[src/hw/spi_bridge_pkg.sv]
// spi bridge shared definitions
package spi_bridge_pkg;

	// ------------------------------------------------------------------------
	// receive fifo entry
	// ------------------------------------------------------------------------
	// first marks the first byte after chip select fell
	typedef struct packed {
		logic       first;
		logic [7:0] data;
	} rx_entry_t;

	// sent on miso when the transmit fifo runs dry
	localparam logic [7:0] IDLE_BYTE = 8'hFF;

	// ------------------------------------------------------------------------
	// register map
	// ------------------------------------------------------------------------
	// write only, pushes one byte
	localparam logic [3:0] REG_TXDATA = 4'h0;
	// read pops one entry
	localparam logic [3:0] REG_RXDATA = 4'h4;
	// levels and sticky flags, write one to clear
	localparam logic [3:0] REG_STATUS = 4'h8;

	// status flag positions
	localparam int STAT_UNDERRUN = 16;
	localparam int STAT_OVERFLOW = 17;

	// axi response codes
	localparam logic [1:0] RESP_OKAY   = 2'b00;
	localparam logic [1:0] RESP_SLVERR = 2'b10;

endpackage

[src/hw/spi_edge_if.sv]
// spi pin event bus
`timescale 1ns/1ns

interface spi_edge_if;

	// one cycle pulse when chip select goes low
	logic csn_fall;
	// sck edges, only while selected
	logic sck_rise;
	logic sck_fall;
	// synchronized mosi level
	logic mosi_s;
	// chip select active
	logic selected;

	modport src (
		output csn_fall, sck_rise, sck_fall, mosi_s, selected
	);

	modport dst (
		input csn_fall, sck_rise, sck_fall, mosi_s, selected
	);

endinterface

[src/hw/spi_pin_sync.sv]
// spi pin synchronizer
`timescale 1ns/1ns

module spi_pin_sync (
	input  logic       clk_sys,
	input  logic       rst_n,
	input  logic       spi_csn,
	input  logic       spi_sck,
	input  logic       spi_mosi,
	spi_edge_if.src    edge_o
);

	logic [1:0] csn_sync;
	logic [1:0] sck_sync;
	logic [1:0] mosi_sync;
	logic       csn_d;
	logic       sck_d;
	logic       mosi_d;
	logic       csn_fall_r;
	logic       sck_rise_r;
	logic       sck_fall_r;

	// two flop synchronizers, csn idles high
	always_ff @(posedge clk_sys or negedge rst_n) begin
		if (!rst_n) begin
			csn_sync  <= 2'b11;
			sck_sync  <= 2'b00;
			mosi_sync <= 2'b00;
		end else begin
			csn_sync  <= {csn_sync[0], spi_csn};
			sck_sync  <= {sck_sync[0], spi_sck};
			mosi_sync <= {mosi_sync[0], spi_mosi};
		end
	end

	// ------------------------------------------------------------------------
	// edge capture
	// ------------------------------------------------------------------------
	// pulses and delayed levels line up in the same cycle
	always_ff @(posedge clk_sys or negedge rst_n) begin
		if (!rst_n) begin
			csn_d      <= 1'b1;
			sck_d      <= 1'b0;
			mosi_d     <= 1'b0;
			csn_fall_r <= 1'b0;
			sck_rise_r <= 1'b0;
			sck_fall_r <= 1'b0;
		end else begin
			csn_d      <= csn_sync[1];
			sck_d      <= sck_sync[1];
			mosi_d     <= mosi_sync[1];
			csn_fall_r <= csn_d & ~csn_sync[1];
			sck_rise_r <= ~sck_d & sck_sync[1] & ~csn_sync[1];
			sck_fall_r <= sck_d & ~sck_sync[1] & ~csn_sync[1];
		end
	end

	assign edge_o.csn_fall = csn_fall_r;
	assign edge_o.sck_rise = sck_rise_r;
	assign edge_o.sck_fall = sck_fall_r;
	assign edge_o.mosi_s   = mosi_d;
	assign edge_o.selected = ~csn_d;

endmodule

[src/hw/sync_fifo.sv]
// single clock fifo
`timescale 1ns/1ns

module sync_fifo #(
	parameter int  DEPTH     = 8,
	parameter type payload_t = logic [7:0]
) (
	input  logic                       clk_sys,
	input  logic                       rst_n,
	input  logic                       wr_en,
	input  payload_t                   wr_data,
	input  logic                       rd_en,
	output payload_t                   rd_data,
	output logic                       full,
	output logic                       empty,
	output logic [$clog2(DEPTH+1)-1:0] level
);

	localparam int AW = $clog2(DEPTH);
	localparam int LW = $clog2(DEPTH + 1);

	payload_t        mem [DEPTH];
	logic [AW-1:0]   wr_ptr;
	logic [AW-1:0]   rd_ptr;
	logic [LW-1:0]   count;
	logic            do_wr;
	logic            do_rd;

	// writes while full and reads while empty are ignored
	assign do_wr = wr_en & ~full;
	assign do_rd = rd_en & ~empty;

	always_ff @(posedge clk_sys) begin
		if (do_wr) begin
			mem[wr_ptr] <= wr_data;
		end
	end

	// pointers wrap on their own, depth is a power of two
	always_ff @(posedge clk_sys or negedge rst_n) begin
		if (!rst_n) begin
			wr_ptr <= '0;
			rd_ptr <= '0;
			count  <= '0;
		end else begin
			if (do_wr) begin
				wr_ptr <= wr_ptr + 1'b1;
			end
			if (do_rd) begin
				rd_ptr <= rd_ptr + 1'b1;
			end
			if (do_wr && !do_rd) begin
				count <= count + 1'b1;
			end else if (do_rd && !do_wr) begin
				count <= count - 1'b1;
			end
		end
	end

	// head is visible without a read strobe
	assign rd_data = mem[rd_ptr];
	assign full    = (count == LW'(DEPTH));
	assign empty   = (count == '0);
	assign level   = count;

endmodule

[src/hw/spi_tx_serializer.sv]
// spi transmit serializer
`timescale 1ns/1ns

module spi_tx_serializer import spi_bridge_pkg::*; (
	input  logic       clk_sys,
	input  logic       rst_n,
	spi_edge_if.dst    edge_i,
	input  logic [7:0] fifo_data,
	input  logic       fifo_empty,
	output logic       fifo_rd,
	output logic       underrun_evt,
	output logic       spi_miso
);

	logic [2:0] cnt;
	logic [7:0] lock;
	logic       from_fifo;
	logic       load;
	logic       load_dly;
	logic       commit;
	logic       miso;

	// bit counter, idle at zero while deselected
	always_ff @(posedge clk_sys or negedge rst_n) begin
		if (!rst_n) begin
			cnt <= 3'd0;
		end else if (!edge_i.selected) begin
			cnt <= 3'd0;
		end else if (edge_i.sck_rise) begin
			cnt <= cnt + 3'd1;
		end
	end

	// ------------------------------------------------------------------------
	// byte lock
	// ------------------------------------------------------------------------
	// peek at the head at frame start and at each byte boundary
	assign load = edge_i.csn_fall | (edge_i.sck_fall & (cnt == 3'd0));

	always_ff @(posedge clk_sys) begin
		if (load) begin
			lock <= fifo_empty ? IDLE_BYTE : fifo_data;
		end
	end

	always_ff @(posedge clk_sys or negedge rst_n) begin
		if (!rst_n) begin
			from_fifo <= 1'b0;
			load_dly  <= 1'b0;
		end else begin
			load_dly <= load;
			if (load) begin
				from_fifo <= ~fifo_empty;
			end
		end
	end

	// the byte only counts once the master clocks its first bit,
	// so a lock at the last fall of a frame loses nothing
	assign commit       = edge_i.sck_rise & (cnt == 3'd0);
	assign fifo_rd      = commit & from_fifo;
	assign underrun_evt = commit & ~from_fifo;

	// ------------------------------------------------------------------------
	// miso output
	// ------------------------------------------------------------------------
	// msb right after a load, the rest on sck fall
	always_ff @(posedge clk_sys or negedge rst_n) begin
		if (!rst_n) begin
			miso <= 1'b1;
		end else if (load_dly) begin
			miso <= lock[7];
		end else if (edge_i.sck_fall && cnt != 3'd0) begin
			miso <= lock[3'd7 - cnt];
		end
	end

	assign spi_miso = miso;

endmodule

[src/hw/spi_rx_deserializer.sv]
// spi receive deserializer
`timescale 1ns/1ns

module spi_rx_deserializer import spi_bridge_pkg::*; (
	input  logic      clk_sys,
	input  logic      rst_n,
	spi_edge_if.dst   edge_i,
	input  logic      fifo_full,
	output logic      fifo_wr,
	output rx_entry_t fifo_data,
	output logic      overflow_evt
);

	logic [2:0] cnt;
	logic [6:0] shift;
	logic       first_pending;
	logic       done;

	// eighth rising edge completes a byte
	assign done = edge_i.sck_rise & (cnt == 3'd7);

	always_ff @(posedge clk_sys or negedge rst_n) begin
		if (!rst_n) begin
			cnt           <= 3'd0;
			first_pending <= 1'b0;
		end else begin
			if (!edge_i.selected) begin
				cnt <= 3'd0;
			end else if (edge_i.sck_rise) begin
				cnt <= cnt + 3'd1;
			end
			// the first byte of a frame is flagged, dropped or not
			if (edge_i.csn_fall) begin
				first_pending <= 1'b1;
			end else if (done) begin
				first_pending <= 1'b0;
			end
		end
	end

	// only seven bits are held, the last one comes straight from the pin
	always_ff @(posedge clk_sys) begin
		if (edge_i.sck_rise) begin
			shift <= {shift[5:0], edge_i.mosi_s};
		end
	end

	// ------------------------------------------------------------------------
	// fifo push
	// ------------------------------------------------------------------------
	assign fifo_data.first = first_pending;
	assign fifo_data.data  = {shift, edge_i.mosi_s};
	assign fifo_wr         = done & ~fifo_full;
	assign overflow_evt    = done & fifo_full;

endmodule

[src/hw/axil_spi_regs.sv]
// axi4-lite register block
`timescale 1ns/1ns

module axil_spi_regs import spi_bridge_pkg::*; #(
	parameter int FIFO_DEPTH = 8
) (
	input  logic                            clk_sys,
	input  logic                            rst_n,
	input  logic [3:0]                      awaddr,
	input  logic                            awvalid,
	output logic                            awready,
	input  logic [31:0]                     wdata,
	input  logic                            wvalid,
	output logic                            wready,
	output logic [1:0]                      bresp,
	output logic                            bvalid,
	input  logic                            bready,
	input  logic [3:0]                      araddr,
	input  logic                            arvalid,
	output logic                            arready,
	output logic [31:0]                     rdata,
	output logic [1:0]                      rresp,
	output logic                            rvalid,
	input  logic                            rready,
	output logic                            tx_wr,
	output logic [7:0]                      tx_data,
	input  logic                            tx_full,
	input  logic [$clog2(FIFO_DEPTH+1)-1:0] tx_level,
	output logic                            rx_rd,
	input  rx_entry_t                       rx_entry,
	input  logic                            rx_empty,
	input  logic [$clog2(FIFO_DEPTH+1)-1:0] rx_level,
	input  logic                            underrun_evt,
	input  logic                            overflow_evt
);

	logic wr_acc;
	logic rd_acc;
	logic underrun;
	logic overflow;
	logic clr_underrun;
	logic clr_overflow;

	// ------------------------------------------------------------------------
	// write channel
	// ------------------------------------------------------------------------
	// address and data accepted together for one cycle
	always_ff @(posedge clk_sys or negedge rst_n) begin
		if (!rst_n) begin
			wr_acc <= 1'b0;
			bvalid <= 1'b0;
		end else begin
			wr_acc <= awvalid & wvalid & ~wr_acc & ~bvalid;
			if (wr_acc) begin
				bvalid <= 1'b1;
			end else if (bready) begin
				bvalid <= 1'b0;
			end
		end
	end

	assign awready = wr_acc;
	assign wready  = wr_acc;

	// txdata push, dropped when full
	assign tx_wr   = wr_acc & (awaddr == REG_TXDATA) & ~tx_full;
	assign tx_data = wdata[7:0];

	always_ff @(posedge clk_sys) begin
		if (wr_acc) begin
			case (awaddr)
				REG_TXDATA: bresp <= tx_full ? RESP_SLVERR : RESP_OKAY;
				REG_STATUS: bresp <= RESP_OKAY;
				default:    bresp <= RESP_SLVERR;
			endcase
		end
	end

	// sticky flags, a new event wins over a clear
	assign clr_underrun = wr_acc & (awaddr == REG_STATUS) & wdata[STAT_UNDERRUN];
	assign clr_overflow = wr_acc & (awaddr == REG_STATUS) & wdata[STAT_OVERFLOW];

	always_ff @(posedge clk_sys or negedge rst_n) begin
		if (!rst_n) begin
			underrun <= 1'b0;
			overflow <= 1'b0;
		end else begin
			underrun <= underrun_evt | (underrun & ~clr_underrun);
			overflow <= overflow_evt | (overflow & ~clr_overflow);
		end
	end

	// ------------------------------------------------------------------------
	// read channel
	// ------------------------------------------------------------------------
	always_ff @(posedge clk_sys or negedge rst_n) begin
		if (!rst_n) begin
			rd_acc <= 1'b0;
			rvalid <= 1'b0;
		end else begin
			rd_acc <= arvalid & ~rd_acc & ~rvalid;
			if (rd_acc) begin
				rvalid <= 1'b1;
			end else if (rready) begin
				rvalid <= 1'b0;
			end
		end
	end

	assign arready = rd_acc;

	// pop only when there is something to return
	assign rx_rd = rd_acc & (araddr == REG_RXDATA) & ~rx_empty;

	always_ff @(posedge clk_sys) begin
		if (rd_acc) begin
			rresp <= RESP_OKAY;
			case (araddr)
				REG_RXDATA: begin
					if (rx_empty) begin
						rdata <= 32'd0;
					end else begin
						rdata <= {1'b1, 22'd0, rx_entry.first, rx_entry.data};
					end
				end
				REG_STATUS: begin
					rdata <= {14'd0, overflow, underrun, 8'(rx_level), 8'(tx_level)};
				end
				default: begin
					rdata <= 32'd0;
					rresp <= RESP_SLVERR;
				end
			endcase
		end
	end

endmodule

[src/hw/spi_bridge_top.sv]
// spi slave bridge top
`timescale 1ns/1ns

module spi_bridge_top import spi_bridge_pkg::*; #(
	parameter int FIFO_DEPTH = 8
) (
	input  logic        clk_sys,
	input  logic        rst_n,
	input  logic        spi_csn,
	input  logic        spi_sck,
	input  logic        spi_mosi,
	output logic        spi_miso,
	input  logic [3:0]  awaddr,
	input  logic        awvalid,
	output logic        awready,
	input  logic [31:0] wdata,
	input  logic        wvalid,
	output logic        wready,
	output logic [1:0]  bresp,
	output logic        bvalid,
	input  logic        bready,
	input  logic [3:0]  araddr,
	input  logic        arvalid,
	output logic        arready,
	output logic [31:0] rdata,
	output logic [1:0]  rresp,
	output logic        rvalid,
	input  logic        rready
);

	localparam int LW = $clog2(FIFO_DEPTH + 1);

	logic          tx_wr;
	logic [7:0]    tx_wdata;
	logic          tx_rd;
	logic [7:0]    tx_rdata;
	logic          tx_full;
	logic          tx_empty;
	logic [LW-1:0] tx_level;
	logic          rx_wr;
	rx_entry_t     rx_wdata;
	logic          rx_rd;
	rx_entry_t     rx_rdata;
	logic          rx_full;
	logic          rx_empty;
	logic [LW-1:0] rx_level;
	logic          underrun_evt;
	logic          overflow_evt;

	spi_edge_if edge_bus ();

	spi_pin_sync u_pin_sync (
		.clk_sys(clk_sys), .rst_n(rst_n), .spi_csn(spi_csn), .spi_sck(spi_sck),
		.spi_mosi(spi_mosi), .edge_o(edge_bus.src)
	);

	// ------------------------------------------------------------------------
	// transmit path
	// ------------------------------------------------------------------------
	sync_fifo #(.DEPTH(FIFO_DEPTH), .payload_t(logic [7:0])) tx_fifo (
		.clk_sys(clk_sys), .rst_n(rst_n), .wr_en(tx_wr), .wr_data(tx_wdata),
		.rd_en(tx_rd), .rd_data(tx_rdata), .full(tx_full), .empty(tx_empty),
		.level(tx_level)
	);

	spi_tx_serializer u_tx_ser (
		.clk_sys(clk_sys), .rst_n(rst_n), .edge_i(edge_bus.dst), .fifo_data(tx_rdata),
		.fifo_empty(tx_empty), .fifo_rd(tx_rd), .underrun_evt(underrun_evt),
		.spi_miso(spi_miso)
	);

	// ------------------------------------------------------------------------
	// receive path
	// ------------------------------------------------------------------------
	sync_fifo #(.DEPTH(FIFO_DEPTH), .payload_t(rx_entry_t)) rx_fifo (
		.clk_sys(clk_sys), .rst_n(rst_n), .wr_en(rx_wr), .wr_data(rx_wdata),
		.rd_en(rx_rd), .rd_data(rx_rdata), .full(rx_full), .empty(rx_empty),
		.level(rx_level)
	);

	spi_rx_deserializer u_rx_deser (
		.clk_sys(clk_sys), .rst_n(rst_n), .edge_i(edge_bus.dst), .fifo_full(rx_full),
		.fifo_wr(rx_wr), .fifo_data(rx_wdata), .overflow_evt(overflow_evt)
	);

	// host side
	axil_spi_regs #(.FIFO_DEPTH(FIFO_DEPTH)) u_regs (
		.clk_sys(clk_sys), .rst_n(rst_n),
		.awaddr(awaddr), .awvalid(awvalid), .awready(awready),
		.wdata(wdata), .wvalid(wvalid), .wready(wready),
		.bresp(bresp), .bvalid(bvalid), .bready(bready),
		.araddr(araddr), .arvalid(arvalid), .arready(arready),
		.rdata(rdata), .rresp(rresp), .rvalid(rvalid), .rready(rready),
		.tx_wr(tx_wr), .tx_data(tx_wdata), .tx_full(tx_full), .tx_level(tx_level),
		.rx_rd(rx_rd), .rx_entry(rx_rdata), .rx_empty(rx_empty), .rx_level(rx_level),
		.underrun_evt(underrun_evt), .overflow_evt(overflow_evt)
	);

endmodule

[config.mk]
export PLATFORM = sky130hd
export DESIGN_NAME = spi_bridge_top
export DESIGN_NICKNAME = d
export VERILOG_FILES = /design/src/hw/spi_bridge_pkg.sv /design/src/hw/spi_edge_if.sv /design/src/hw/spi_pin_sync.sv /design/src/hw/sync_fifo.sv /design/src/hw/spi_tx_serializer.sv /design/src/hw/spi_rx_deserializer.sv /design/src/hw/axil_spi_regs.sv /design/src/hw/spi_bridge_top.sv
export SDC_FILE = /design/constraint.sdc
export NUM_CORES = 1
export LEC_CHECK = 0
export ABC_CLOCK_PERIOD_IN_PS = 5500
export CORE_ASPECT_RATIO = 2
export CORE_MARGIN = 2
export CORE_UTILIZATION = 55
export CTS_BUF_LIST = sky130_fd_sc_hd__clkbuf_16
export CTS_CLUSTER_DIAMETER = 150
export CTS_CLUSTER_SIZE = 28
export DETAILED_ROUTE_END_ITERATION = 10
export DONT_BUFFER_PORTS = 1
export PLACE_DENSITY = 0.76
export RECOVER_POWER = 50
export SYNTH_ARGS = -nofsm -noshare
export SYNTH_HDL_FRONTEND = slang
export SYNTH_SLANG_ARGS = --single-unit
[constraint.sdc]
create_clock -name clk_sys -period 5.5 [get_ports clk_sys]
set_input_delay 0.275 -clock clk_sys [delete_from_list [all_inputs] [get_ports clk_sys]]
set_output_delay 0.275 -clock clk_sys [all_outputs]
set_load 0.05 [all_outputs]
# After elaboration in Yosys (flattened, before gate mapping)
# Memory sizes are Yosys's and may differ from the RTL's. A register that Yosys moved wholly into a read port is not among the register bits.
# Cells that the tools add are included.
word_totals:
  ff_bits: 91
  latch_bits: 0
  ram_bits: 136
  rom_bits: 0
  in_bits: 50
  elab_cells: 147
  memories: 2
classes:
  add_sub_neg: 11
  multipliers: 0
  n_div: 0
  n_lt_le_gt_ge: 1
  n_eq_ne: 6
  shift: 0
  n_mux: 27
  bitwise: 47
  n_reduce_logical: 22
memory_table:
  columns: ["name", "depth", "width", "read_ports", "rd_clocked_by_memory_dff", "wr", "line_no", "source"]
  rows:
  - ["rx_fifo.mem", 8, 9, 1, 0, 1, "sync_fifo.sv:22", "payload_t mem [DEPTH];"]
  - ["tx_fifo.mem", 8, 8, 1, 1, 1, "sync_fifo.sv:22", null]
op_table:
  columns: ["cell", "count"]
  rows:
  - ["$pmux 32 s2", 1]
  - ["$mux 32", 1]
  - ["$and 1x1->1", 30]
  - ["$add 3x1->3 const B", 6]
  - ["$eq 4x4->1 const B", 4]
  - ["$mux 4", 4]
  - ["$not 1->1", 14]
  - ["$reduce_bool 2->1", 7]
  - ["$mux 1", 13]
  - ["$logic_not 4->1", 3]
  - ["$mux 3", 4]
  - ["$add 4x1->4 const B", 2]
  - ["$sub 4x1->4 const B", 2]
  - ["$logic_and 1x1->1", 5]
  - ["$eq 4x3->1 const B", 1]
  - ["$logic_not 1->1", 4]
  - ["$lt 3x4->1 const B", 1]
  - ["$mux 2", 2]
  - ["$pmux 2 s2", 1]
  - ["$bmux 1 s3", 1]
  - ["$eq 3x3->1 const B", 1]
  - ["$logic_not 3->1", 1]
  - ["$or 1x1->1", 3]
  - ["$reduce_bool 3->1", 1]
  - ["other kinds (2)", 2]

# Depth between registers and ports, before layout
logic_depth:
  word_depth: 8
  mapped_depth: 12
  ltp_nobuf: 12

# Modules after synthesis
# From an unflattened synthesis, not the netlist that was laid out.
unflattened:
  hier_cells: 512
  area_unflattened_um2: 9212.6
by_module_without_submodules:
  columns: ["module", "n_inst", "cells_per_inst", "area_per_inst_um2", "seq_area_each_um2"]
  rows:
  - ["sync_fifo (rx_fifo)", 1, 168, 3439.5, 2412.3]
  - ["sync_fifo (tx_fifo)", 1, 157, 3133.0, 2172.1]
  - ["axil_spi_regs", 1, 98, 1218.7, 660.6]
  - ["spi_tx_serializer", 1, 48, 671.9, 391.6]
  - ["spi_rx_deserializer", 1, 25, 420.4, 310.3]
  - ["spi_pin_sync", 1, 16, 329.1, 304.0]

# Least setup slack after synthesis
# OpenSTA, ideal clock, no wires.
synth_path:
  kind: "register to register"
  start: "reg u_regs.rd_acc, in the netlist u_regs.arready"
  end: "reg rx_fifo.count[3], in the netlist rx_fifo.level[3]"
  setup_time_ns: 0.136
  arrival_ns: 2.539
  slack_ns: 2.825
  path_stages_with_launch: 8
  period_less_slack_ns: 2.675
  cell_sequence: "dfrtp_1 > nand2_1 > ha_1 > inv_1 > ha_1 > a21o_1 > a2111oi_0 > o31ai_1"
synth_between:
  elab_chain_cells: 6
synth_lines:
  columns: ["item", "line_no", "source"]
  rows:
  - ["start: declaration", "axil_spi_regs.sv:38", "logic rd_acc;"]
  - ["start signal: assignment", "axil_spi_regs.sv:101", "rd_acc <= arvalid & ~rd_acc & ~rvalid;"]
  - ["$and 1x1->1 * (2 in series)", "axil_spi_regs.sv:113", "assign rx_rd = rd_acc & (araddr == REG_RXDATA) & ~rx_empty;"]
  - ["$and 1x1->1 *", "sync_fifo.sv:31", "assign do_rd = rd_en & ~empty;"]
  - ["$logic_not 1->1", "sync_fifo.sv:52", "if (do_wr && !do_rd) begin"]
  - ["$logic_and 1x1->1", "sync_fifo.sv:52", null]
  - ["$mux 4 / $reduce_bool 2->1 (equally long branches)", null, null]
  - ["end signal: assignment", "sync_fifo.sv:53", "count <= count + 1'b1;"]
  - ["end signal: assignment", "sync_fifo.sv:55", "count <= count - 1'b1;"]
  - ["end: declaration", "sync_fifo.sv:25", "logic [LW-1:0] count;"]
# Every way passes the cells marked *; elsewhere a longest branch is shown, timed or not.
# A chain may end at the register's enable or synchronous reset.

# Worst setup path in the final report
# Ends and elaborated chain as after synthesis.

==> metrics.md <==
| Metric | Value |
|---|---|
| Status | `complete, but fails checks` |
| Failing checks | `max-capacitance violations, max-slew violations` |
| Sequential share of the synthesized area | `a little under three quarters` |
| Max Cap Violations | `3` |
| Diodes inserted | `0` |
| Final wirelength | `13900 um` |
| Worst-path clk slew | `~0.11 ns` |
| Hold Path Class | `input pin to register` |
| Met3 Use GR | `under 10%` |
| Clock power share | `around a quarter` |
| Skew-Pair Late Insertion Delay | `0.47 ns` |
| Max Fclk | `279 MHz` |
| DRT iter0 DRCs | `271` |
| Count of pins over their slew limit | `81` |
| Final HPWL DP | `about 9000 um` |
| Tot GR Track Use | `17.3%` |
| Clock skew | `0.0200 ns` |
| Reg power frac | `approximately 63%` |
| Die Y | `between 150 and 200 um` |
| Routed vias/inst | `about 5.8` |
| Hold Slack | `approximately 0.024 ns` |
| Fillers | `between 1000 and 1500` |
| Post-layout min period | `3.58 ns` |
| Setup Fix Bufs, Post-CTS | `0` |
| Initial Util | `a little under three fifths` |
| Max VDD drop | `0.000354 V` |
| Net Sw Frac | `between 20% and 30%` |
| Layout cell share with drive strength beyond 1 | `14.5%` |
| Met1 usage | `a little under a quarter` |
| CP max stage delay | `about 1.2 ns` |
| Routed vias | `between 4000 and 5000` |
| RSZ-0062 raised after global routing | `no` |
| # clock sinks | `around 220` |
| Port bufs | `0` |
| TritonCTS clock tree | `done` |
| Data arrival, critical path | `slightly below 4 ns` |
| Hold-fix buffers, CTS | `20` |
| Main synth FF type | `edfxtp_1` |
| Cell Int Power | `2.45 mW` |
| GRT Max-Usage Layer | `met2` |
| GRT Residual Overflow | `0` |
| Largest net degree at the start of global routing | `49` |
| Avg Cell Area, Syn | `between 15 and 20 um^2` |
| Fin nets | `565` |
| Cell Chain, Critical Path | `clkbuf_1, nand2_1, ha_1, inv_1, ha_1, a21o_1, a2111oi_0, o31ai_1` |
| Worst setup EP type | `register` |
| Area Overhead vs Synth | `7.25%` |
| Fin. Hold Viols | `0` |
| Critical setup path kind | `register to register` |
| Crit-path max FO | `21` |
| Slowest-stage cell, CP | `clkbuf_1` |
| Cell variety after synth | `48` |
| Final period utilization | `about two thirds` |
| Crit path buf inv count | `2` |
| Global-route wire length before repair | `approximately 23000 um` |
| Largest buffer count on any clock path | `3` |
| Top cell family by delay on the critical path | `buffers and inverters` |
| CP required | `~5.9 ns` |
| Router iterations before antenna repair | `4` |
| DRC errors left | `0` |
| EDFF count, synth | `about 170` |
| ANT nets after route | `0` |
| Final Wtd Congestion | `0.727` |
| Resize count post-CTS | `0` |
| Met2 usage | `~29%` |
| Power Total | `~3.3 mW` |
| Leakage | `around 3.3 nW` |
| Die Wd | `~93 um` |
| Mapped Area | `roughly 8700 um^2` |
| Vias in the first global route | `~4200` |
| DP Worst Slack | `between 2 and 2.5 ns` |
| H-tree Lvls | `1` |
| Setup TNS | `0 ns` |
| Logic pwr share | `11.9%` |
| CP startpoint kind | `register` |
| Total core area | `between 15000 and 20000 um^2` |
| I/O Pins | `between 90 and 100` |
| Worst path most repeated cell | `ha_1` |
| Multi-input gate area | `2270 um^2` |
| Row count | `between 60 and 70` |
| Final worst setup slack | `around 1.9 ns` |
| Worst-Margin Slew | `around 2.7 ns` |
| Yosys warns | `0` |
| Initial antenna violation count | `0` |
| Final setup fails | `0` |
| Root buffer cell | `clkbuf_16` |
| Post-DR wirelength/cell | `between 15 and 20 um` |
| Synthesis-stage register bit count | `around 220` |
| DIE AREA | `roughly 17000 um^2` |
| Slew headroom | `-77.0%` |
| Mapped Cells | `between 400 and 500` |
| Register area | `~6300 um^2` |
| Power per cell area | `between 300 and 400 nW/um^2` |
| CTS buffer count | `11` |
| Fin util | `around three fifths` |
| P_sw | `~850 uW` |
| Ys async rst share | `between 20% and 30%` |
==> final timing paths <==
| kind | startpoint | end | slack (ns) | cells past startpoint |
|---|---|---|---|---|
| max in group asynchronous | rst_n | u_pin_sync.sck_sync[1] | 2.77 | 2 |
| worst max-delay path | u_regs.arready | rx_fifo.level[3] | 1.92 | 8 |
| worst max register to register | u_regs.arready | rx_fifo.level[3] | 1.92 | 8 |
| worst min register to register | u_pin_sync.mosi_sync[0] | u_pin_sync.mosi_sync[1] | 0.36 | 0 |
| min in group asynchronous | rst_n | rx_fifo.level[2] | 1.19 | 2 |
| worst min-delay path | awaddr[2] | u_regs.bresp[1] | 0.02 | 2 |
==> cell usage after synthesis, types with 7 or more instances <==
library cell | number | area [um^2]
nand2_1 | 30 | 113
ha_1 | 14 | 175
mux4_2 | 36 | 811
mux2i_1 | 17 | 170
nor2_1 | 20 | 75.1
buf_4 | 21 | 158
nor3_1 | 12 | 60.1
nor3b_1 | 7 | 52.6
edfxtp_1 | 168 | 5040
dfrtp_1 | 44 | 1100
inv_1 | 8 | 30.0
xnor2_1 | 12 | 105
o21ai_0 | 7 | 35.0
==> power groups by stage <==
stage,Clock [mW],Sequential (mW),Combinational [mW]
floorplan,0,2.01,0.392
global placement,0,2.10,0.359
detailed placement,0,2.11,0.374
CTS,0.870,2.07,0.401
global route,0.929,2.09,0.430
finish,0.842,2.07,0.393
==> worst reg2reg max path, delay by kind of cell, from the launching register on <==
family                     cells  cell delay (ns)
adders and majority gates      2             0.64
AOI/OAI and AO/OA              3             0.77
and+or+nand+nor                1             0.36
DFF                            1             0.34
buffers and inverters          2             1.35
==> metrics by stage <==
stage               cell area [um^2]  cells
finish                          9330    704
global route                    9330    704
CTS                             9360    704
detailed placement              8840    667
global placement                8840    667
floorplan                       8760    498
==> flip-flops by register name (all words and copies together) (netlist names), 2 cells and up <==
| signal | count |
|---|---|
| u_tx_ser.cnt | 3 |
| u_pin_sync.sck_sync | 2 |
| u_rx_deser.shift | 7 |
| tx_fifo.wr_ptr | 3 |
| u_pin_sync.mosi_sync | 2 |
| tx_fifo.rd_ptr | 3 |
| rx_fifo.rd_ptr | 3 |
| rx_fifo.mem | 72 |
| tx_fifo.mem | 64 |
| u_tx_ser.lock | 8 |
| u_pin_sync.csn_sync | 2 |
| rx_fifo.wr_ptr | 3 |
| u_rx_deser.cnt | 3 |
| u_regs.rdata | 15 |
| rx_fifo.level | 4 |
| tx_fifo.level | 4 |
==> layout by cell type, fill, tap and decap left out, types with 2 or more instances in the layout <==
master	count
mux2i_1	17
a2111oi_0	2
and2_0	4
dfstp_1	2
mux2_2	6
nand2_1	30
nand2b_1	6
nor3b_1	3
ha_1	14
nor4b_1	2
buf_4	3
a21o_1	6
o21ai_0	7
nor3b_2	4
dfstp_2	2
nor3_1	10
nand4_1	2
fa_1	2
edfxtp_1	168
clkbuf_1	2
a21oi_1	3
a221o_1	5
dlygate4sd3_1	19
dfrtp_1	44
o31ai_1	2
and3_1	5
nor3_2	2
mux4_2	36
clkbuf_16	11
nor2_1	20
xor2_1	4
inv_1	13
xnor2_1	12
conb_1	19
==> per-layer routing <==
metal	wire length, um	part of all wire [%]
met3	501	3.6
met2	7200	52
met4	266	1.9
met1	5970	43
met5	0	0
==> cell families (layout without fill, tap and decap cells) <==
logic type / after synthesis / in the layout / share of synthesized area [%]
and+or+nand+nor: 98 / 98 / 6.12
buffers and inverters: 45 / 50 / 3.09
DFF: 216 / 216 / 71.9
adders and majority gates: 16 / 16 / 2.47
AOI/OAI and AO/OA: 28 / 28 / 2.55
muxes: 60 / 60 / 12.2
other: 1 / 19 / 0.0431
xor gates and xnor gates: 16 / 16 / 1.61
==> cell type report <==
class                      count  area share (%)
clock buffer                  11            2.95
clock inverter                 6           0.295
inverter                       9           0.362
multi-input combinational    237            24.3
sequential                   216            67.0
tap                          201            2.70
timing repair buffer          24            2.36
No activity file was read; power rests on OpenSTA's default activity.
